### src/logic/rv_isa_pkg.sv
package rv_isa_pkg;

    // datapath width and register count for rv32e
    localparam int xlen    = 32;
    localparam int num_gpr = 16;

    // rv32i base opcodes, bits 6:0
    typedef enum logic [6:0] {
        op_lui    = 7'b0110111,
        op_auipc  = 7'b0010111,
        op_jal    = 7'b1101111,
        op_jalr   = 7'b1100111,
        op_branch = 7'b1100011,
        op_load   = 7'b0000011,
        op_store  = 7'b0100011,
        op_imm    = 7'b0010011,
        op_op     = 7'b0110011,
        op_system = 7'b1110011
    } opcode_e;

    // r, i and s formats share this field layout
    typedef struct packed {
        logic [6:0] funct7;
        logic [4:0] rs2;
        logic [4:0] rs1;
        logic [2:0] funct3;
        logic [4:0] rd;
        opcode_e    opcode;
    } inst_rsi_t;

    // u and j formats, upper 20 bits taken as one field
    typedef struct packed {
        logic [19:0] imm_hi;
        logic [4:0]  rd;
        opcode_e     opcode;
    } inst_uj_t;

    // same instruction word, two decodings
    typedef union packed {
        inst_rsi_t rsi;
        inst_uj_t  uj;
    } inst_u;

    // which immediate layout to extract
    typedef enum logic [2:0] {
        imm_none,
        imm_i,
        imm_s,
        imm_b,
        imm_u,
        imm_j
    } imm_type_e;

    // rv32e only has x0..x15
    typedef logic [3:0] reg_idx_t;

endpackage

### src/logic/pipe_pkg.sv
package pipe_pkg;

    // alu function seen by execute
    typedef enum logic [3:0] {
        alu_add,
        alu_sub,
        alu_sll,
        alu_slt,
        alu_sltu,
        alu_xor,
        alu_srl,
        alu_sra,
        alu_or,
        alu_and,
        alu_pass_b
    } alu_op_e;

    // operand source, register file or one of the later stages
    typedef enum logic [1:0] {
        fwd_rf,
        fwd_exe,
        fwd_mem,
        fwd_wb
    } fwd_sel_e;

    // writeback source
    typedef enum logic [1:0] {
        wb_alu,
        wb_mem,
        wb_pc4
    } wb_sel_e;

    // control transfer kind
    typedef enum logic [2:0] {
        jump_none,
        jump_jal,
        jump_jalr,
        jump_branch
    } jump_e;

    typedef struct packed {
        alu_op_e    alu_op;
        logic       alu_src_a;  // 1: pc instead of rs1
        logic       alu_src_b;  // 1: imm instead of rs2
        logic       gpr_write;
        wb_sel_e    wb_sel;
        jump_e      jump;
        logic       mem_read;
        logic       mem_write;
        logic [2:0] mem_size;   // funct3 of load/store
        logic       is_break;
        logic       illegal;
    } ctrl_t;

    // fetch side payload
    typedef struct packed {
        logic [rv_isa_pkg::xlen-1:0] inst;
        logic [rv_isa_pkg::xlen-1:0] pc;
    } id_in_t;

    // writeback port into the register file
    typedef struct packed {
        logic                        en;
        rv_isa_pkg::reg_idx_t        addr;
        logic [rv_isa_pkg::xlen-1:0] data;
    } gpr_wr_t;

    // forwarded results from later stages
    typedef struct packed {
        logic [rv_isa_pkg::xlen-1:0] exe;
        logic [rv_isa_pkg::xlen-1:0] mem;
        logic [rv_isa_pkg::xlen-1:0] wb;
    } fwd_data_t;

    // decode to execute payload
    typedef struct packed {
        logic [rv_isa_pkg::xlen-1:0] pc;
        logic [rv_isa_pkg::xlen-1:0] rs1_data;
        logic [rv_isa_pkg::xlen-1:0] rs2_data;
        logic [rv_isa_pkg::xlen-1:0] imm;
        rv_isa_pkg::reg_idx_t        rd;
        ctrl_t                       ctrl;
    } id_ex_t;

endpackage

### src/logic/gpr_file.sv
`timescale 1ns/1ps

module gpr_file
    import rv_isa_pkg::*;
    import pipe_pkg::*;
(
    input  logic            clk,
    input  gpr_wr_t         wr,
    input  reg_idx_t        rs1_idx,
    input  reg_idx_t        rs2_idx,
    output logic [xlen-1:0] rs1_data,
    output logic [xlen-1:0] rs2_data
);

    // storage, no reset on contents
    logic [xlen-1:0] regs [num_gpr];

    // writes to x0 dropped
    always_ff @(posedge clk) begin
        if (wr.en && (wr.addr != '0)) begin
            regs[wr.addr] <= wr.data;
        end
    end

    // async read, x0 forced to zero
    // no write-through here, wb forward covers it
    assign rs1_data = (rs1_idx == '0) ? '0 : regs[rs1_idx];
    assign rs2_data = (rs2_idx == '0) ? '0 : regs[rs2_idx];

endmodule

### src/logic/imm_gen.sv
`timescale 1ns/1ps

module imm_gen
    import rv_isa_pkg::*;
(
    input  inst_u           inst,
    input  imm_type_e       imm_type,
    output logic [xlen-1:0] imm
);

    // short names for the two views
    logic [6:0]  f7;
    logic [4:0]  lo5;
    logic [4:0]  rs2;
    logic [19:0] hi;

    assign f7  = inst.rsi.funct7;
    assign lo5 = inst.rsi.rd;
    assign rs2 = inst.rsi.rs2;
    assign hi  = inst.uj.imm_hi;

    always_comb begin
        case (imm_type)
            // inst[31:20]
            imm_i: imm = {{20{f7[6]}}, f7, rs2};
            // inst[31:25] and inst[11:7]
            imm_s: imm = {{20{f7[6]}}, f7, lo5};
            // bit 11 sits in inst[7], lsb always zero
            imm_b: imm = {{19{f7[6]}}, f7[6], lo5[0], f7[5:0], lo5[4:1], 1'b0};
            // upper 20 bits, low 12 cleared
            imm_u: imm = {hi, 12'b0};
            // scrambled jal layout
            imm_j: imm = {{12{hi[19]}}, hi[7:0], hi[8], hi[18:9], 1'b0};
            default: imm = '0;
        endcase
    end

endmodule

### src/logic/decode_ctrl.sv
`timescale 1ns/1ps

module decode_ctrl
    import rv_isa_pkg::*;
    import pipe_pkg::*;
(
    input  inst_u     inst,
    output ctrl_t     ctrl,
    output imm_type_e imm_type,
    output logic      rs1_ren,
    output logic      rs2_ren
);

    // alu op from funct3, alt is funct7 bit 5
    // sub only exists in the register form
    function automatic alu_op_e alu_fn(input logic [2:0] f3, input logic alt,
                                       input logic is_reg);
        case (f3)
            3'b000:  alu_fn = (is_reg && alt) ? alu_sub : alu_add;
            3'b001:  alu_fn = alu_sll;
            3'b010:  alu_fn = alu_slt;
            3'b011:  alu_fn = alu_sltu;
            3'b100:  alu_fn = alu_xor;
            3'b101:  alu_fn = alt ? alu_sra : alu_srl;
            3'b110:  alu_fn = alu_or;
            default: alu_fn = alu_and;
        endcase
    endfunction

    logic [2:0] f3;
    logic       alt;
    logic       is_ebreak;

    assign f3  = inst.rsi.funct3;
    assign alt = inst.rsi.funct7[5];
    // funct12 = 1 with everything else zero
    assign is_ebreak = (inst.uj.imm_hi == 20'h00100) && (inst.rsi.rd == '0);

    always_comb begin
        // defaults, nothing written, no memory access
        ctrl        = '0;
        ctrl.alu_op = alu_add;
        ctrl.wb_sel = wb_alu;
        ctrl.jump   = jump_none;
        imm_type    = imm_none;
        rs1_ren     = 1'b0;
        rs2_ren     = 1'b0;
        case (inst.rsi.opcode)
            op_lui: begin
                // rd = imm
                ctrl.alu_op    = alu_pass_b;
                ctrl.alu_src_b = 1'b1;
                ctrl.gpr_write = 1'b1;
                imm_type       = imm_u;
            end
            op_auipc: begin
                ctrl.alu_src_a = 1'b1;
                ctrl.alu_src_b = 1'b1;
                ctrl.gpr_write = 1'b1;
                imm_type       = imm_u;
            end
            op_jal: begin
                // target pc + imm, rd gets pc + 4
                ctrl.alu_src_a = 1'b1;
                ctrl.alu_src_b = 1'b1;
                ctrl.gpr_write = 1'b1;
                ctrl.wb_sel    = wb_pc4;
                ctrl.jump      = jump_jal;
                imm_type       = imm_j;
            end
            op_jalr: begin
                ctrl.alu_src_b = 1'b1;
                ctrl.gpr_write = 1'b1;
                ctrl.wb_sel    = wb_pc4;
                ctrl.jump      = jump_jalr;
                imm_type       = imm_i;
                rs1_ren        = 1'b1;
            end
            op_branch: begin
                // compare via sub, condition in funct3
                ctrl.alu_op = alu_sub;
                ctrl.jump   = jump_branch;
                imm_type    = imm_b;
                rs1_ren     = 1'b1;
                rs2_ren     = 1'b1;
            end
            op_load: begin
                ctrl.alu_src_b = 1'b1;
                ctrl.gpr_write = 1'b1;
                ctrl.wb_sel    = wb_mem;
                ctrl.mem_read  = 1'b1;
                ctrl.mem_size  = f3;
                imm_type       = imm_i;
                rs1_ren        = 1'b1;
            end
            op_store: begin
                ctrl.alu_src_b = 1'b1;
                ctrl.mem_write = 1'b1;
                ctrl.mem_size  = f3;
                imm_type       = imm_s;
                rs1_ren        = 1'b1;
                rs2_ren        = 1'b1;
            end
            op_imm: begin
                ctrl.alu_op    = alu_fn(f3, alt, 1'b0);
                ctrl.alu_src_b = 1'b1;
                ctrl.gpr_write = 1'b1;
                imm_type       = imm_i;
                rs1_ren        = 1'b1;
            end
            op_op: begin
                ctrl.alu_op    = alu_fn(f3, alt, 1'b1);
                ctrl.gpr_write = 1'b1;
                rs1_ren        = 1'b1;
                rs2_ren        = 1'b1;
            end
            op_system: begin
                // only ebreak does anything, csr ops are not handled here
                ctrl.is_break = is_ebreak;
            end
            default: begin
                // unknown opcode, writes stay cleared
                ctrl.illegal = 1'b1;
            end
        endcase
    end

endmodule

### src/logic/decode_unit.sv
`timescale 1ns/1ps

module decode_unit
    import rv_isa_pkg::*;
    import pipe_pkg::*;
(
    input  logic      clk,
    input  logic      in_valid,
    output logic      in_ready,
    input  id_in_t    in,
    input  logic      stall,
    input  fwd_sel_e  fwd_a,
    input  fwd_sel_e  fwd_b,
    input  fwd_data_t fwd,
    input  gpr_wr_t   gpr_wr,
    output logic      dec_valid,
    input  logic      ex_ready,
    output id_ex_t    dec,
    output logic      rs1_ren,
    output logic      rs2_ren
);

    // operand mux, register file or a later stage
    function automatic logic [xlen-1:0] pick(input fwd_sel_e sel,
                                             input logic [xlen-1:0] rf,
                                             input fwd_data_t f);
        case (sel)
            fwd_exe: pick = f.exe;
            fwd_mem: pick = f.mem;
            fwd_wb:  pick = f.wb;
            default: pick = rf;
        endcase
    endfunction

    inst_u           inst;
    reg_idx_t        rs1_idx;
    reg_idx_t        rs2_idx;
    logic [xlen-1:0] rs1_rf;
    logic [xlen-1:0] rs2_rf;
    logic [xlen-1:0] imm;
    imm_type_e       imm_type;
    ctrl_t           ctrl;

    assign inst = inst_u'(in.inst);

    // rv32e, upper index bit ignored
    assign rs1_idx = inst.rsi.rs1[3:0];
    assign rs2_idx = inst.rsi.rs2[3:0];

    gpr_file u_gpr (
        .clk      (clk),
        .wr       (gpr_wr),
        .rs1_idx  (rs1_idx),
        .rs2_idx  (rs2_idx),
        .rs1_data (rs1_rf),
        .rs2_data (rs2_rf)
    );

    imm_gen u_imm (
        .inst     (inst),
        .imm_type (imm_type),
        .imm      (imm)
    );

    decode_ctrl u_ctrl (
        .inst     (inst),
        .ctrl     (ctrl),
        .imm_type (imm_type),
        .rs1_ren  (rs1_ren),
        .rs2_ren  (rs2_ren)
    );

    // payload toward the stage register
    assign dec = '{
        pc:       in.pc,
        rs1_data: pick(fwd_a, rs1_rf, fwd),
        rs2_data: pick(fwd_b, rs2_rf, fwd),
        imm:      imm,
        rd:       inst.rsi.rd[3:0],
        ctrl:     ctrl
    };

    // stall blocks both sides of the handshake
    assign dec_valid = in_valid & ~stall;
    assign in_ready  = ex_ready & ~stall;

endmodule

### src/logic/id_ex_reg.sv
`timescale 1ns/1ps

module id_ex_reg
    import pipe_pkg::*;
(
    input  logic   clk,
    input  logic   rst_n,
    input  logic   in_valid,
    output logic   in_ready,
    input  id_ex_t in,
    output logic   out_valid,
    input  logic   out_ready,
    output id_ex_t out
);

    logic   full;
    id_ex_t data;

    // take a new entry when empty or the current one leaves now
    assign in_ready = ~full | out_ready;

    // valid flag
    always_ff @(posedge clk) begin
        if (!rst_n) begin
            full <= 1'b0;
        end else if (in_ready) begin
            full <= in_valid;
        end
    end

    // payload, held while execute pushes back
    always_ff @(posedge clk) begin
        if (in_ready && in_valid) begin
            data <= in;
        end
    end

    assign out_valid = full;
    assign out       = data;

endmodule

### src/logic/id_top.sv
`timescale 1ns/1ps

module id_top
    import pipe_pkg::*;
(
    input  logic      clk,
    input  logic      rst_n,
    input  logic      in_valid,
    output logic      in_ready,
    input  id_in_t    in,
    input  logic      stall,
    input  fwd_sel_e  fwd_a,
    input  fwd_sel_e  fwd_b,
    input  fwd_data_t fwd,
    input  gpr_wr_t   gpr_wr,
    output logic      out_valid,
    input  logic      out_ready,
    output id_ex_t    out,
    output logic      rs1_ren,
    output logic      rs2_ren
);

    // decode to stage register
    logic   dec_valid;
    logic   ex_ready;
    id_ex_t dec;

    decode_unit u_dec (
        .clk       (clk),
        .in_valid  (in_valid),
        .in_ready  (in_ready),
        .in        (in),
        .stall     (stall),
        .fwd_a     (fwd_a),
        .fwd_b     (fwd_b),
        .fwd       (fwd),
        .gpr_wr    (gpr_wr),
        .dec_valid (dec_valid),
        .ex_ready  (ex_ready),
        .dec       (dec),
        .rs1_ren   (rs1_ren),
        .rs2_ren   (rs2_ren)
    );

    id_ex_reg u_stage (
        .clk       (clk),
        .rst_n     (rst_n),
        .in_valid  (dec_valid),
        .in_ready  (ex_ready),
        .in        (dec),
        .out_valid (out_valid),
        .out_ready (out_ready),
        .out       (out)
    );

endmodule

### config.mk
export PLATFORM = sky130hd
export DESIGN_NAME = id_top
export DESIGN_NICKNAME = d
export VERILOG_FILES = /design/src/logic/rv_isa_pkg.sv /design/src/logic/pipe_pkg.sv /design/src/logic/gpr_file.sv /design/src/logic/imm_gen.sv /design/src/logic/decode_ctrl.sv /design/src/logic/decode_unit.sv /design/src/logic/id_ex_reg.sv /design/src/logic/id_top.sv
export SDC_FILE = /design/constraint.sdc
export NUM_CORES = 1
export LEC_CHECK = 0
export BUFFER_PORTS_ARGS = -buffer_cell sky130_fd_sc_hd__buf_2
export CAP_MARGIN = 20
export CORE_UTILIZATION = 50
export CTS_BUF_LIST = sky130_fd_sc_hd__clkbuf_4 sky130_fd_sc_hd__clkbuf_8
export DETAILED_ROUTE_END_ITERATION = 7
export GPL_ROUTABILITY_DRIVEN = 0
export HOLD_SLACK_MARGIN = 0.15
export PLACE_DENSITY = 0.7
export SLEW_MARGIN = 10
export SYNTH_ARGS = -nofsm -noshare
export SYNTH_HDL_FRONTEND = slang
export SYNTH_SLANG_ARGS = --single-unit
### constraint.sdc
create_clock -name clk -period 5.85 [get_ports clk]
set_input_delay 0.2925 -clock clk [delete_from_list [all_inputs] [get_ports clk]]
set_output_delay 0.2925 -clock clk [all_outputs]
set_load 0.03 [all_outputs]
=== Word-level counts from Yosys, hierarchy flattened ===
Memories as Yosys holds them, arrays and structs flattened.
Cells that the tools add are included.

* Flip-flop bits (word level): 152
* Memory bits (read-only): 0
* RAM bits: 512
* Bits in latches: 0
* Memories: 1
* Output and inout port bits: 155
* Input bits: 206
* Word-level logic and storage cells: 92

* Shift-type cells: 0
* Divide/modulo/power cells: 0
* Equal/unequal tests: 28
* Add/subtract/negate cells: 0
* Muxes and demuxes: 23
* Reduce and logical (&&, ||, !) cells: 18
* Bitwise gates (word level): 5
* $lt $le $gt $ge: 0
* Multipliers: 0

{| class="wikitable"
|+ Memory list
! name !! words !! width !! read ports !! clocked after memory_dff !! write ports !! RTL line !! text
|-
| u_dec.u_gpr.regs || 16 || 32 || 2 || 0 || 1 || gpr_file.sv:16 || <nowiki>logic [xlen-1:0] regs [num_gpr];</nowiki>
|}

{| class="wikitable"
|+ Operator list
! operator !! number
|-
| 32-bit one-hot mux with 3 select lines || 2
|-
| 32-bit one-hot mux with 5 select lines || 1
|-
| 32-bit 2-to-1 mux || 2
|-
| 4-bit one-hot mux with 7 select lines || 2
|-
| 7-bit equality test, second input constant || 4
|-
| 7-bit by 6-bit equality test with 1-bit output, second input constant || 3
|-
| 20-bit by 9-bit equality test with 1-bit output, second input constant || 1
|-
| 4-bit one-hot mux with 4 select lines || 1
|-
| 3-bit equality test, second input constant || 5
|-
| 3-bit one-hot mux with 5 select lines || 1
|-
| 7-bit by 5-bit equality test with 1-bit output, second input constant || 2
|-
| 7-bit OR reduction || 2
|-
| 3-bit by 2-bit equality test with 1-bit output, second input constant || 4
|-
| 1-bit 2-to-1 mux || 12
|-
| 10-bit OR reduction || 1
|-
| 2-bit equality test, second input constant || 4
|-
| 4-bit logical NOT || 2
|-
| 2-bit OR reduction || 4
|-
| 7-bit by 2-bit equality test with 1-bit output, second input constant || 1
|-
| 3-bit by 1-bit equality test with 1-bit output, second input constant || 2
|-
| 2-bit one-hot mux with 3 select lines || 1
|-
| 3-bit OR reduction || 2
|-
| 6-bit OR reduction || 1
|-
| 5-bit logical NOT || 1
|-
| 8 further kinds || 13
|}

=== Depth between registers and ports, before layout ===
* Word-level depth: 5
* Mapped depth: 8
* Mapped depth without buffers: 4

=== Cells and area by module ===
From an unflattened synthesis, not the netlist that was laid out.

* Cells, all modules: 1,590
* Area total of the unflattened synthesis: 29,361.9 um2

{| class="wikitable"
|+ By module, submodules not included
! module !! times used !! cells an instance !! seq. area each (um2) !! area each (um2)
|-
| gpr_file || 1 || 1,169 || 14,413.8 || 22,028.6
|-
| id_ex_reg || 1 || 156 || 4,554.4 || 4,591.9
|-
| decode_unit || 1 || 116 || 0.0 || 1,911.8
|-
| decode_ctrl || 1 || 83 || 0.0 || 439.2
|-
| imm_gen || 1 || 66 || 0.0 || 390.4
|}

=== Worst setup path before layout ===
No wires, ideal clock.

* Path kind: reg2reg
* Start: register u_stage.full, in the netlist u_stage.out_valid
* End: register u_stage.data (netlist bit u_stage.out[0]) (enable)
* Stages on the path, launching flop included: 4
* Data required time: 5.323 ns
* Setup slack: 0.800 ns
* Buffers on the path: 0
* Clock period less this slack: 5.050 ns
* Arrival: 4.524 ns
* Library setup time: 0.527 ns
* Path through: dfxtp_1 -> nor2b_1 -> nor2_1 -> and2_1

* Cells in the longest elaborated chain, start to end: 3

{| class="wikitable"
|+ RTL lines
! item !! RTL line !! text
|-
| start: declaration || id_ex_reg.sv:16 || <nowiki>logic full;</nowiki>
|-
| start signal: assignment || id_ex_reg.sv:27 || <nowiki>full <= in_valid;</nowiki>
|-
| 1-bit NOT || id_ex_reg.sv:20 || <nowiki>assign in_ready = ~full | out_ready;</nowiki>
|-
| 1-bit bitwise OR || id_ex_reg.sv:20 ||
|-
| 1-bit logical AND || id_ex_reg.sv:33 || <nowiki>if (in_ready && in_valid) begin</nowiki>
|-
| end signal: assignment || id_ex_reg.sv:34 || <nowiki>data <= in;</nowiki>
|-
| end: declaration || id_ex_reg.sv:17 || <nowiki>id_ex_t data;</nowiki>
|}

No other way between the ends.
A chain may end at the register's enable or synchronous reset.

==> reports/qor.yml <==
port_buffers: 359
worst_path_largest_cell_delay_ps: 620
status: "finished, violations left"
cap_violations: 0
initial_core_util_pct: 51.0
design_area_um2: 37500
hold_path_class: "primary input to register"
htreeDepth: 3
grt_max_degree: 151
antenna_found_initial: 4
violations: "DRC"
critPathSlowestCell: "clkbuf_8"
wl_per_cell_um: 27.6
core-area_um2: 59500
drt_wl_total_um: 90500
maxSlewViolCount: 0
top_level_ports: 361
yosysUniqueCellTypes: 57
ant_nets: 0
setup_viol: 0
synth-main-ff-cell: "edfxtp_1"
area_delta_synth_final_pct: 23.5
postCtsHoldBufs: 217
drc_errors: 1
crit_buf_inv: 3
stdcell_count: 3272
grt.total_usage_pct: 29.2
yosys.area.top_type: "edfxtp_1"
finalCritPeriodShare_pct: 46.6
ir_drop_v: 0.000150
async_reset_ff_share_pct: 0
cts_setup_buffers: 0
hold_viol: 0
worst-path-max-fanout: 68
required_ps: 6280
clk_latency_ps: 710
drtIter0Drc: 2129
grt_first_pass_wirelength_um: 131000
cp-end-kind: "register"
syn_area_per_cell_um2: 16.8
crit_arrival_ps: 3160
worst_slack_ps: 3120
die_area_um2: 61700
clock-sinks: 662
crit_chain: "clkbuf_8 > buf_4 > mux4_2 > a222oi_1 > dlygate4sd3_1 > o211ai_1"
grt_pass1_vias: 21129
synthCells: 1803
seq_area_frac_synth_pct: 65.5
placementRows: 89
skew_ps: 31.2
dr.pass1.iters: 8
ys_ff_latch: 662
grt_setup_unrepaired: "false"
dp.cells: 2860
clk_pin_slew_ps: 60
post-route-min-period_ps: 2730
vias_per_cell: 6.33
numCtsBuffers: 107
cts_tree: "yes"
fin_nets: 2621
power_density_nw_per_um2: 289
setup_tns_ps: 0
crit_family: "buffers and inverters"
die_w_um: 248
crit_type: "primary input to register"
yosys_warnings: 0
place_ws_ps: 2850
synth_area_um2: 30300
post_cts_resized: 0
cts-root-buf: "clkbuf_8"
synth_edf_count: 661
vias: 20710
drive_above_1_share_pct: 31.6
worst_pin_slew_ps: 1180
critPathLaunchType: "primary input"
netlist_top_cells_area: "edfxtp_1, mux4_2, mux2i_1"
leakagePower_nw: 13.6
slew_headroom_pct: 21.1
chipHeight_um: 248
hpwl_um: 51200
clock_path_buffers: 3
post-route-util_pct: 63.0
placed_area_um2: 33000
grt-ovfl-total: 0
fmax_ghz: 0.367
yosysTopAreaCellShare_pct: 65.4
Yosys cell counts, types with 2 or more instances:
cell type,count
a211oi_1,2
a21o_1,20
a21oi_1,35
a222oi_1,26
a22o_1,37
a22oi_1,39
and2_1,7
buf_1,5
buf_2,19
buf_4,32
buf_6,6
clkbuf_1,84
edfxtp_1,661
inv_1,3
mux2_1,35
mux2_2,62
mux2i_1,225
mux4_2,128
nand2_1,50
nand2b_1,5
nand3_1,5
nand3b_1,5
nand4b_1,2
nor2_1,90
nor2b_1,12
nor3_1,9
nor4_1,35
o2111ai_1,6
o211ai_1,26
o21a_1,2
o21ai_0,6
o21ai_1,3
o221ai_1,31
o22ai_1,35
o31ai_1,28
o31ai_2,4
or3_1,3
layer usage:
layer	GRT usage, %	routed length, µm
met3	5.25	8320
met4	12.0	2980
met5	0	37
met2	47.0	43400
met1	39.3	35800
layout by cell type, fill, tap and decap left out, types with 12 or more instances in the layout:
| cell | count |
|---|---|
| o221ai_1 | 31 |
| nor4_1 | 35 |
| o211ai_1 | 26 |
| buf_2 | 354 |
| mux4_2 | 128 |
| a21oi_1 | 35 |
| dlygate4sd3_1 | 217 |
| mux2_1 | 35 |
| clkbuf_4 | 25 |
| o31ai_1 | 28 |
| clkbuf_8 | 113 |
| a22oi_1 | 39 |
| nor2_4 | 12 |
| nand2_1 | 48 |
| edfxtp_1 | 661 |
| a21o_1 | 20 |
| clkinv_1 | 28 |
| buf_4 | 36 |
| conb_1 | 33 |
| nor2_1 | 78 |
| mux2i_1 | 225 |
| mux2_2 | 62 |
| a22o_1 | 37 |
| clkinv_2 | 13 |
| a222oi_1 | 26 |
| o22ai_1 | 35 |
registers in the layout (all words and copies together), names as in the netlist:
name	count
u_stage.out_valid	1
u_dec.u_gpr.regs	512
u_stage.out	149
cell type report:
type	count	area, µm²
Antenna cell	1	2.50
Clock buffer	137	1730
Clock inverter	55	478
Fill cell	4356	22000
Inverter	3	11.3
Multi-Input combinational cell	1024	10000
Sequential cell	662	19900
Tap cell	773	967
Timing Repair Buffer	617	4390
tightest hold or removal path, stage by stage:
cell and delay, ps:
buf_2 90, mux2_2 140, a222oi_1 110, o211ai_1 140
cell families (layout without fill, tap and decap cells):
logic type,Yosys count,after routing,synth area share (%)
and+or+nand+nor,234,234,3.79
buffers and inverters,149,812,2.47
other,1,34,0.0124
DFF,662,662,65.5
muxes,450,450,20.5
xor gates and xnor gates,1,1,0.0289
AOI/OAI and AO/OA,306,306,7.67
power by group:
part | internal (mW) | total [mW] | switching, mW
Combinational | 0.508 | 1.22 | 0.708
Sequential | 5.39 | 5.45 | 0.0584
Clock | 2.29 | 4.16 | 1.87
Total | 8.18 | 10.8 | 2.63
stage by stage:
| stage | hold slack, ps | total power [mW] |
|---|---|---|
| 2_1_floorplan | 391 | 6.20 |
| 3_3_place_gp | 469 | 6.58 |
| 3_5_place_dp | 471 | 6.61 |
| 4_1_cts | 151 | 10.9 |
| 5_1_grt | 185 | 11.2 |
| 6_report | 199 | 10.8 |
worst paths after layout:
path	startpoint	to	slack (ps)	cells after the start
setup / recovery	in[52]	u_stage.out[64]	3120	6
hold / removal	fwd[62]	u_stage.out[85]	200	4
setup reg to reg	u_dec.u_gpr.regs[7][25]	u_stage.out[80]	3670	4
hold reg to reg	u_dec.u_gpr.regs[1][29]	u_stage.out[84]	700	3
Note: power is estimated with default switching activity, not from simulation.
